**src/hdl/motion_params.svh**
```systemverilog
`ifndef MOTION_PARAMS_SVH
`define MOTION_PARAMS_SVH

// Queue depth, also the credit count the intake starts with
`define MOTION_BUF_DEPTH 4

// Command field widths
`define MOTION_STEP_W 16
`define MOTION_PERIOD_W 16 // Step period in CLK cycles

// Shortest step period the sequencer is given
`define MOTION_MIN_PERIOD 4

// Step position and encoder count
`define MOTION_POS_W 32

`endif

```
**src/hdl/drive_pkg.sv**
```systemverilog
`default_nettype none

`include "motion_params.svh"

package drive_pkg;

  // Encoder phases, a in the upper bit
  typedef struct packed {
    logic a;
    logic b;
  } enc_sample_t;

  typedef struct packed {
    logic signed [`MOTION_POS_W-1:0] position;
    logic                            busy;      // Move in progress
    logic                            move_done; // Idle with nothing queued
  } drive_status_t;

endpackage

`default_nettype wire

```
**src/hdl/motion_pkg.sv**
```systemverilog
`default_nettype none

`include "motion_params.svh"

package motion_pkg;

  // One move as the host hands it over
  typedef struct packed {
    logic                        dir;    // 1 counts up
    logic [`MOTION_STEP_W-1:0]   steps;
    logic [`MOTION_PERIOD_W-1:0] period; // Cycles between step pulses
  } move_cmd_t;

  // Intake to buffer write
  typedef struct packed {
    logic      valid;
    move_cmd_t cmd;
  } move_push_t;

endpackage

`default_nettype wire

```
**src/hdl/motion_core.sv**
```systemverilog
`timescale 1ns/1ps
`default_nettype none

`include "motion_params.svh"

module motion_core import motion_pkg::*; import drive_pkg::*; (
  input  wire            CLK,
  input  wire            resetn,
  input  wire move_cmd_t host_cmd,
  input  wire            host_valid,
  output logic           host_ready,
  input  wire            halt,
  output logic           step,
  output logic           dir,
  output drive_status_t  status,
  input  wire enc_sample_t enc_in,
  output logic signed [`MOTION_POS_W-1:0] enc_count,
  output logic           enc_fault
);

  move_push_t push;
  move_cmd_t  buf_head;
  logic       buf_empty;
  logic       buf_pop;
  logic       credit_return;

  move_intake intake (
    .CLK           (CLK),
    .resetn        (resetn),
    .host_cmd      (host_cmd),
    .host_valid    (host_valid),
    .host_ready    (host_ready),
    .credit_return (credit_return),
    .push          (push)
  );

  move_buffer queue (
    .CLK           (CLK),
    .resetn        (resetn),
    .push          (push),
    .buf_pop       (buf_pop),
    .buf_head      (buf_head),
    .buf_empty     (buf_empty),
    .credit_return (credit_return)
  );

  step_sequencer sequencer (
    .CLK       (CLK),
    .resetn    (resetn),
    .buf_head  (buf_head),
    .buf_empty (buf_empty),
    .buf_pop   (buf_pop),
    .halt      (halt),
    .step      (step),
    .dir       (dir),
    .status    (status)
  );

  // Encoder side runs on its own, no link to the step path
  quad_decoder encoder (
    .CLK       (CLK),
    .resetn    (resetn),
    .enc_in    (enc_in),
    .enc_count (enc_count),
    .enc_fault (enc_fault)
  );

endmodule

`default_nettype wire

```
**src/hdl/move_buffer.sv**
```systemverilog
`timescale 1ns/1ps
`default_nettype none

`include "motion_params.svh"

module move_buffer import motion_pkg::*; (
  input  wire        CLK,
  input  wire        resetn,
  input  wire move_push_t push,
  input  wire        buf_pop,
  output move_cmd_t  buf_head,
  output logic       buf_empty,
  output logic       credit_return
);

  localparam int DEPTH = `MOTION_BUF_DEPTH;
  localparam int PTR_W = (DEPTH > 1) ? $clog2(DEPTH) : 1;
  localparam int CNT_W = $clog2(DEPTH + 1);
  localparam logic [PTR_W-1:0] LAST = PTR_W'(DEPTH - 1);
  localparam logic [CNT_W-1:0] FULL = CNT_W'(DEPTH);

  move_cmd_t        mem [DEPTH];
  logic [PTR_W-1:0] wr_ptr;
  logic [PTR_W-1:0] rd_ptr;
  logic [CNT_W-1:0] count;   // Entries held
  logic             do_push;
  logic             do_pop;

  assign do_push = push.valid;  // Room is guaranteed by the intake credits
  assign do_pop  = buf_pop && !buf_empty;

  assign buf_head      = mem[rd_ptr];
  assign buf_empty     = (count == '0);
  assign credit_return = do_pop;     // Freed slot goes straight back as a credit

  always_ff @(posedge CLK) begin
    if (do_push) begin
      mem[wr_ptr] <= push.cmd;
    end
  end

  always_ff @(posedge CLK) begin
    if (!resetn) begin
      wr_ptr <= '0;
      rd_ptr <= '0;
      count  <= '0;
    end else begin
      if (do_push) begin
        wr_ptr <= (wr_ptr == LAST) ? '0 : wr_ptr + 1'b1;
      end
      if (do_pop) begin
        rd_ptr <= (rd_ptr == LAST) ? '0 : rd_ptr + 1'b1;
      end
      case ({do_push, do_pop})
        2'b10:   count <= count + 1'b1;
        2'b01:   count <= count - 1'b1;
        default: count <= count;
      endcase
    end
  end

  no_overflow: assert property (@(posedge CLK) disable iff (!resetn)
    push.valid |-> (count != FULL))
    else $error("move_buffer: push into a full buffer");

  no_underflow: assert property (@(posedge CLK) disable iff (!resetn)
    buf_pop |-> !buf_empty)
    else $error("move_buffer: pop from an empty buffer");

endmodule

`default_nettype wire

```
**src/hdl/move_intake.sv**
```systemverilog
`timescale 1ns/1ps
`default_nettype none

`include "motion_params.svh"

module move_intake import motion_pkg::*; (
  input  wire        CLK,
  input  wire        resetn,
  input  wire move_cmd_t host_cmd,
  input  wire        host_valid,
  output logic       host_ready,
  input  wire        credit_return,
  output move_push_t push
);

  localparam int CRED_W = $clog2(`MOTION_BUF_DEPTH + 1);
  localparam logic [CRED_W-1:0] FULL_CREDITS = `MOTION_BUF_DEPTH;
  localparam logic [`MOTION_PERIOD_W-1:0] MIN_PERIOD = `MOTION_MIN_PERIOD;

  logic [CRED_W-1:0] credits;
  logic              accept;
  logic              spend;      // Accepted and worth queuing
  move_cmd_t         screened;
  logic              push_valid;
  move_cmd_t         push_cmd;

  assign host_ready = (credits != '0);
  assign accept     = host_valid && host_ready;
  assign spend      = accept && (host_cmd.steps != '0); // Zero-step moves vanish here

  // Clamp the period so the sequencer never sees a too-fast move
  always_comb begin
    screened = host_cmd;
    if (host_cmd.period < MIN_PERIOD) begin
      screened.period = MIN_PERIOD;
    end
  end

  always_ff @(posedge CLK) begin
    if (!resetn) begin
      credits    <= FULL_CREDITS;
      push_valid <= 1'b0;
    end else begin
      push_valid <= spend;
      case ({spend, credit_return})
        2'b10:   credits <= credits - 1'b1;
        2'b01:   credits <= credits + 1'b1;
        default: credits <= credits; // Spend and return cancel out
      endcase
    end
  end

  always_ff @(posedge CLK) begin
    if (spend) begin
      push_cmd <= screened;
    end
  end

  assign push = '{valid: push_valid, cmd: push_cmd};

  // Buffer must never hand back more credits than it owns
  credit_bound: assert property (@(posedge CLK) disable iff (!resetn)
    credits <= FULL_CREDITS)
    else $error("move_intake: credit count above buffer depth");

endmodule

`default_nettype wire

```
**src/hdl/quad_decoder.sv**
```systemverilog
`timescale 1ns/1ps
`default_nettype none

`include "motion_params.svh"

module quad_decoder import drive_pkg::*; (
  input  wire         CLK,
  input  wire         resetn,
  input  wire enc_sample_t enc_in,
  output logic signed [`MOTION_POS_W-1:0] enc_count,
  output logic        enc_fault
);

  enc_sample_t last;        // Phases seen one cycle ago
  logic [1:0]  moved;
  logic        count_up;
  logic        count_down;

  assign moved = {last.a ^ enc_in.a, last.b ^ enc_in.b};

  // Gray sequence 00 10 11 01 counts up, A leading B
  always_comb begin
    count_up   = 1'b0;
    count_down = 1'b0;
    case ({last, enc_in})
      4'b00_10, 4'b10_11, 4'b11_01, 4'b01_00: count_up   = 1'b1;
      4'b00_01, 4'b01_11, 4'b11_10, 4'b10_00: count_down = 1'b1;
      default: ;  // No change or a fault
    endcase
  end

  always_ff @(posedge CLK) begin
    if (!resetn) begin
      enc_count <= '0;
      enc_fault <= 1'b0;
    end else begin
      if (count_up) begin
        enc_count <= enc_count + 1;
      end else if (count_down) begin
        enc_count <= enc_count - 1;
      end
      if (moved == 2'b11) begin
        enc_fault <= 1'b1; // Sticky until reset
      end
    end
  end

  always_ff @(posedge CLK) begin
    last <= enc_in;
  end

endmodule

`default_nettype wire

```
**src/hdl/step_sequencer.sv**
```systemverilog
`timescale 1ns/1ps
`default_nettype none

`include "motion_params.svh"

module step_sequencer import motion_pkg::*; import drive_pkg::*; (
  input  wire           CLK,
  input  wire           resetn,
  input  wire move_cmd_t buf_head,
  input  wire           buf_empty,
  output logic          buf_pop,
  input  wire           halt,
  output logic          step,
  output logic          dir,
  output drive_status_t status
);

  logic                            busy;
  logic [`MOTION_PERIOD_W-1:0]     period_q;  // Reload value for the timer
  logic [`MOTION_PERIOD_W-1:0]     timer;
  logic [`MOTION_STEP_W-1:0]       remaining;
  logic signed [`MOTION_POS_W-1:0] position;
  logic                            fire;      // Step pulse due next cycle

  // Only take a new move once the current one is over
  assign buf_pop = !busy && !buf_empty;
  assign fire    = busy && !halt && (timer == 1'b1);

  always_ff @(posedge CLK) begin
    if (!resetn) begin
      busy      <= 1'b0;
      step      <= 1'b0;
      dir       <= 1'b0;
      timer     <= '0;
      remaining <= '0;
      position  <= '0;
    end else begin
      step <= fire;
      if (buf_pop) begin
        busy      <= 1'b1;
        dir       <= buf_head.dir;
        timer     <= buf_head.period;
        remaining <= buf_head.steps;
      end else if (busy) begin
        if (halt) begin
          busy <= 1'b0; // Abort, no further pulses
        end else if (fire) begin
          timer     <= period_q;
          remaining <= remaining - 1'b1;
          position  <= dir ? position + 1 : position - 1;
          if (remaining == 1'b1) begin
            busy <= 1'b0; // Last pulse of the move
          end
        end else begin
          timer <= timer - 1'b1;
        end
      end
    end
  end

  always_ff @(posedge CLK) begin
    if (buf_pop) begin
      period_q <= buf_head.period;
    end
  end

  assign status = '{position: position, busy: busy, move_done: !busy && buf_empty};

  // Intake drops empty moves, so every popped entry has work in it
  popped_nonzero: assert property (@(posedge CLK) disable iff (!resetn)
    buf_pop |-> (buf_head.steps != '0))
    else $error("step_sequencer: popped a move with zero steps");

  // Pulses stay at least the clamped minimum period apart, across moves too
  pulse_spacing: assert property (@(posedge CLK) disable iff (!resetn)
    step |=> !step [*(`MOTION_MIN_PERIOD - 1)])
    else $error("step_sequencer: step pulses closer than the minimum period");

endmodule

`default_nettype wire

```
**config.mk**
```make
export PLATFORM = sky130hd
export DESIGN_NAME = motion_core
export DESIGN_NICKNAME = d
export VERILOG_FILES = /design/src/hdl/drive_pkg.sv /design/src/hdl/motion_pkg.sv /design/src/hdl/motion_core.sv /design/src/hdl/move_buffer.sv /design/src/hdl/move_intake.sv /design/src/hdl/quad_decoder.sv /design/src/hdl/step_sequencer.sv
export VERILOG_INCLUDE_DIRS = /design/src /design/src/hdl
export SDC_FILE = /design/constraint.sdc
export NUM_CORES = 1
export LEC_CHECK = 0
export BUFFER_PORTS_ARGS = -buffer_cell sky130_fd_sc_hd__buf_2
export CAP_MARGIN = 40
export CORE_MARGIN = 5
export CORE_UTILIZATION = 55
export CTS_CLUSTER_DIAMETER = 150
export CTS_CLUSTER_SIZE = 30
export DETAILED_ROUTE_END_ITERATION = 16
export PLACE_DENSITY = 0.77
export RECOVER_POWER = 100
export SLEW_MARGIN = 20
export SYNTH_ARGS = -nofsm -noshare
export SYNTH_HDL_FRONTEND = slang
export SYNTH_HIERARCHICAL = 1
export SYNTH_SLANG_ARGS = --single-unit
```
**constraint.sdc**
```tcl
create_clock -name CLK -period 3.7 [get_ports CLK]
set_input_delay 0.37 -clock CLK [delete_from_list [all_inputs] [get_ports CLK]]
set_output_delay 0.37 -clock CLK [all_outputs]
set_load 0.02 [all_outputs]
```
==> results.rst <==
.. list-table::
   :header-rows: 1

   * - Metric
     - Value
   * - Final setup violation count
     - 0
   * - Result of the run
     - complete, but fails checks
   * - Final count of pins violating max slew
     - 211
   * - Largest stage delay on the critical path
     - 0.53 ns
   * - Number of global-route vias before repair
     - 10300
   * - Pin count of the biggest net entering global routing
     - 83
   * - Share of power burned in the clock network
     - ~15%
   * - Initial Util
     - between 50% and 60%
   * - Endpoint of the worst hold path
     - encoder/last[0]
   * - Number of flops mapped to enable cells by yosys
     - 181
   * - Final #Nets
     - 1504
   * - Die X-Extent
     - 174 um
   * - Number of antenna violations at the first check in global routing
     - 0
   * - Internal power consumption
     - between 0.006 and 0.007 W
   * - Kind of start point of the critical path
     - primary input
   * - Number of cells traversed by the worst hold path
     - 1
   * - Number of max-capacitance violations reported
     - 6
   * - Maximum vdd ir drop
     - 0.000572 V
   * - GR met2 Demand/Resource
     - 34.7%
   * - Seq. cell area
     - 7740 um2
   * - CTS tree
     - done
   * - Global routing usage on met3
     - 2.28%
   * - Min-Delay Startpoint
     - enc_in[0]
   * - Switching power total
     - 0.00446 W
   * - Number of detailed-route iterations in the first pass
     - 5
   * - Grt total ovfl
     - 0
   * - Power per Cell Area
     - just over 700 nW/um2
   * - Placement-stage worst setup slack
     - 0.175 ns
   * - Destination of the worst register-to-register timing path
     - sequencer/timer[11]
   * - Height of the die
     - 174 um
   * - Antenna Nets Post-Route
     - 0
   * - Total standard cell area after synthesis
     - 14800 um2
   * - GRT met1 Usage
     - between 20% and 30%
   * - Post-Syn Instances
     - 1317
   * - Worst EP arrival
     - 3.84 ns
   * - Number of design-rule violations left by the first detailed-router iteration
     - 969
   * - Switching share of power
     - about two fifths
   * - Violated checks
     - capacitance limit, slew limit
   * - Syn nets
     - 1431
   * - Deepest level of the CTS H-tree
     - 1
   * - Relative slew slack
     - -49.5%
   * - DPL Wire Length
     - 21900 um
   * - Clock slew at the register clock pins of the worst setup and hold paths
     - 0.12 ns
   * - IO Pins
     - about 110
   * - Upper clock frequency limit
     - between 200 and 300 MHz
   * - Area growth syn-to-layout
     - 7.29%
   * - Buffer type at the clock tree root
     - sky130_fd_sc_hd__clkbuf_16
   * - Mean cell area of the mapped netlist
     - 11.3 um2
   * - Unrepaired setup endpoints after global routing
     - no
   * - Total Power Consumption
     - 0.0114 W
   * - Per-cell via count in the routed design
     - 5.99
   * - Vias after detailed routing
     - ~10000
   * - Depth of the most critical reg-to-reg path
     - 7
   * - WL per Instance
     - 18.1 um
   * - Commonest non-fill, non-tap cell in the layout
     - sky130_fd_sc_hd__edfxtp_1
   * - Number of antenna cells inserted
     - 0
   * - Final Hold Slack
     - 0.0579 ns
   * - Commonest non-fill, non-tap cells in the layout
     - sky130_fd_sc_hd__edfxtp_1, sky130_fd_sc_hd__nand2_1, sky130_fd_sc_hd__dfxtp_1
   * - Fin crit period
     - between 3 and 4 ns
   * - Global-route wire length before repair
     - ~52000 um
   * - Kind of path behind the tightest hold check
     - in2reg
   * - Cell row count
     - 60
   * - Placement-stage cell area
     - 15600 um2
   * - Sum of negative setup slack
     - 0 ns
   * - Total number of clock tree sinks
     - between 200 and 300
   * - Area of combinational cells with multiple inputs
     - 6600 um2
   * - Number of buffers added by the clock tree synthesis step
     - 13
   * - Final worst path period share
     - between 90 and 100%
   * - Internal reg-to-reg setup slack
     - 0.33 ns
   * - Slew @ Worst Pin
     - 2.24 ns
   * - Clock Tree Buf Depth
     - 3
   * - Clk_skew
     - about 0.024 ns
   * - Total wirelength of the detailed-routed design
     - about 31000 um
   * - Port Buffers
     - 108
   * - Register bit count reported by yosys
     - 296
   * - Proportion of power drawn by flip-flops and latches
     - between 40% and 50%
   * - Slowest-stage cell, CP
     - sky130_fd_sc_hd__dlygate4sd3_1
   * - Critical Path, Cell by Cell
     - dlygate4sd3_1 > buf_2 > xor2_1 > nand2_1 > buf_4 > ha_1 > a21o_1 > a21o_1 > a21oi_1 > o221ai_2 > a41oi_2 > o21bai_1 > a21oi_1 > nor2_1 > a211oi_1
   * - Placeable core region
     - 26700 um2
   * - Class of the most critical setup path
     - in2reg
   * - CP Max Fanout
     - 14
   * - Warnings, synthesis
     - 6
   * - Synth async-reset ratio
     - 0%
   * - Busiest grt layer
     - met2
   * - DRC violations left
     - 0
   * - Final GP Congestion
     - 0.955
   * - Data required time of the worst path
     - 4.10 ns
   * - Die Footprint
     - 30300 um2
   * - Number of filler instances in the final layout
     - roughly 2200
   * - Clock latency reported for the late side of the worst-skew pair
     - 0.49 ns
   * - Combinational power share
     - 45.1%
   * - Static power due to leakage
     - approximately 5.8 nW
   * - Final worst-path setup slack
     - 0.257 ns
   * - Global Route Usage Sum
     - 20.5%
   * - Critical register-to-register path startpoint
     - queue/count[0]
   * - Layout Cell Area excl Fill
     - 15900 um2
   * - Register area share after synthesis
     - a little over half
   * - Fraction of layout instances using a drive strength above 1
     - 7.95%
   * - Number of hold violations in the final report
     - 0
   * - Leading register cell type out of synthesis
     - sky130_fd_sc_hd__edfxtp_1
   * - Cell variety after synth
     - 83
   * - Endpoint class of the critical path
     - flip-flop
[layer usage]
metal / part of all wire, % / vias to the layer above / routed length, um
met4: 1.5 / 0 / 487
met3: 4.8 / 34 / 1520
met2: 47 / 275 / 14800
met5: 0 / - / 0
li1: - / 5073 / -
met1: 46 / 5018 / 14600
[registers in the layout, summed over array words and instances (netlist names), named ones only]
name                 flops
encoder/enc_fault        1
intake/credits           3
encoder/enc_count       32
intake/push_valid        1
queue/wr_ptr             2
queue/rd_ptr             2
queue/count              3
sequencer/busy           1
sequencer/step           1
sequencer/remaining     16
queue/mem              132
sequencer/dir            1
sequencer/period_q      16
encoder/last             2
intake/push             33
sequencer/timer         16
sequencer/position      32
[logic make-up (layout without fill, tap and decap cells)]
kind of cell	count (synthesis)	in the layout	share of synthesized area, %
AOI/OAI and AO/OA	325	325	14.7
xor gates and xnor gates	67	67	3.96
adders and majority gates	75	75	6.53
buffers and inverters	110	189	3.31
DFF	296	296	52.2
muxes	39	39	5.49
and+or+nand+nor	405	405	13.8
[through the flow]
| step | std cells | utilization [%] |
|---|---|---|
| 4_1_cts | 1733 | 59.9 |
| 2_1_floorplan | 1317 | - |
| 5_1_grt | 1737 | 59.5 |
| 3_5_place_dp | 1711 | 58.5 |
| 3_3_place_gp | 1711 | 58.5 |
| 6_report | 1737 | 59.5 |
[power groups by stage]
stage	clock network, W	registers [W]	logic [W]
after floorplan	0	0.00468	0.00387
final	0.00168	0.00457	0.00513
after global placement	0	0.00460	0.00498
after global routing	0.00185	0.00465	0.00573
after detailed placement	0	0.00464	0.00509
after CTS	0.00173	0.00457	0.00512
[worst max path at each step]
stage,startpoint,end,cells after the start
3_3_place_gp,enc_in[0],encoder/enc_count[22],14
4_1_cts,enc_in[1],encoder/enc_count[28],14
3_5_place_dp,enc_in[0],encoder/enc_count[28],13
5_1_grt,enc_in[1],encoder/enc_count[31],16
6_report,enc_in[1],encoder/enc_count[28],15
2_1_floorplan,enc_in[1],encoder/enc_count[31],12
[final cells by class]
type | count | area share, %
clock buffer | 21 | 2.37
inverter | 30 | 0.708
multi-input combinational | 911 | 41.5
sequential | 296 | 48.6
tap | 341 | 2.68
timing repair buffer | 138 | 4.13
[cells in the mapped netlist, drive strengths merged (4+ instances only)]
cell type	count	area, um2
buf	14	130
or3	25	163
a31o	4	35.0
o211ai	12	90.1
a211oi	23	178
nand2	129	489
a211o	7	61.3
ha	71	888
dfxtp	115	2300
a21o	31	233
xor2	30	263
o211a	4	40.0
mux4	33	754
a311oi	10	87.6
inv	30	113
nor2b	12	75.1
a221oi	10	93.8
nand2b	8	50.1
nor3	17	101
o21ai	66	334
xnor2	37	324
a21boi	8	60.1
fa	4	80.1
clkbuf	66	248
o31ai	8	73.8
mux2i	6	60.1
edfxtp	181	5440
nor4	22	186
and2	31	196
o21bai	10	75.1
and3	6	37.5
nor2	76	288
nand4b	4	35.0
o21a	6	45.0
a21oi	87	435
nand4	13	81.3
a31oi	13	81.3
nand3	49	245
[worst max-delay path: cells and delay by family]
family / cells / cell delay (ns)
adders and majority gates: 1 / 0.37
buffers and inverters: 3 / 0.89
and+or+nand+nor: 2 / 0.19
AOI/OAI and AO/OA: 8 / 1.88
xor gates and xnor gates: 1 / 0.15
[what timing repair did]
action | 4_1_cts | 5_1_grt
hold buffers | 1 | 0
setup buffers | 0 | 2
setup endpoints to repair | 0 | 6
gates resized for setup | 0 | 6
hold endpoints to repair | 1 | 0
(Power assumes the default switching activity.)
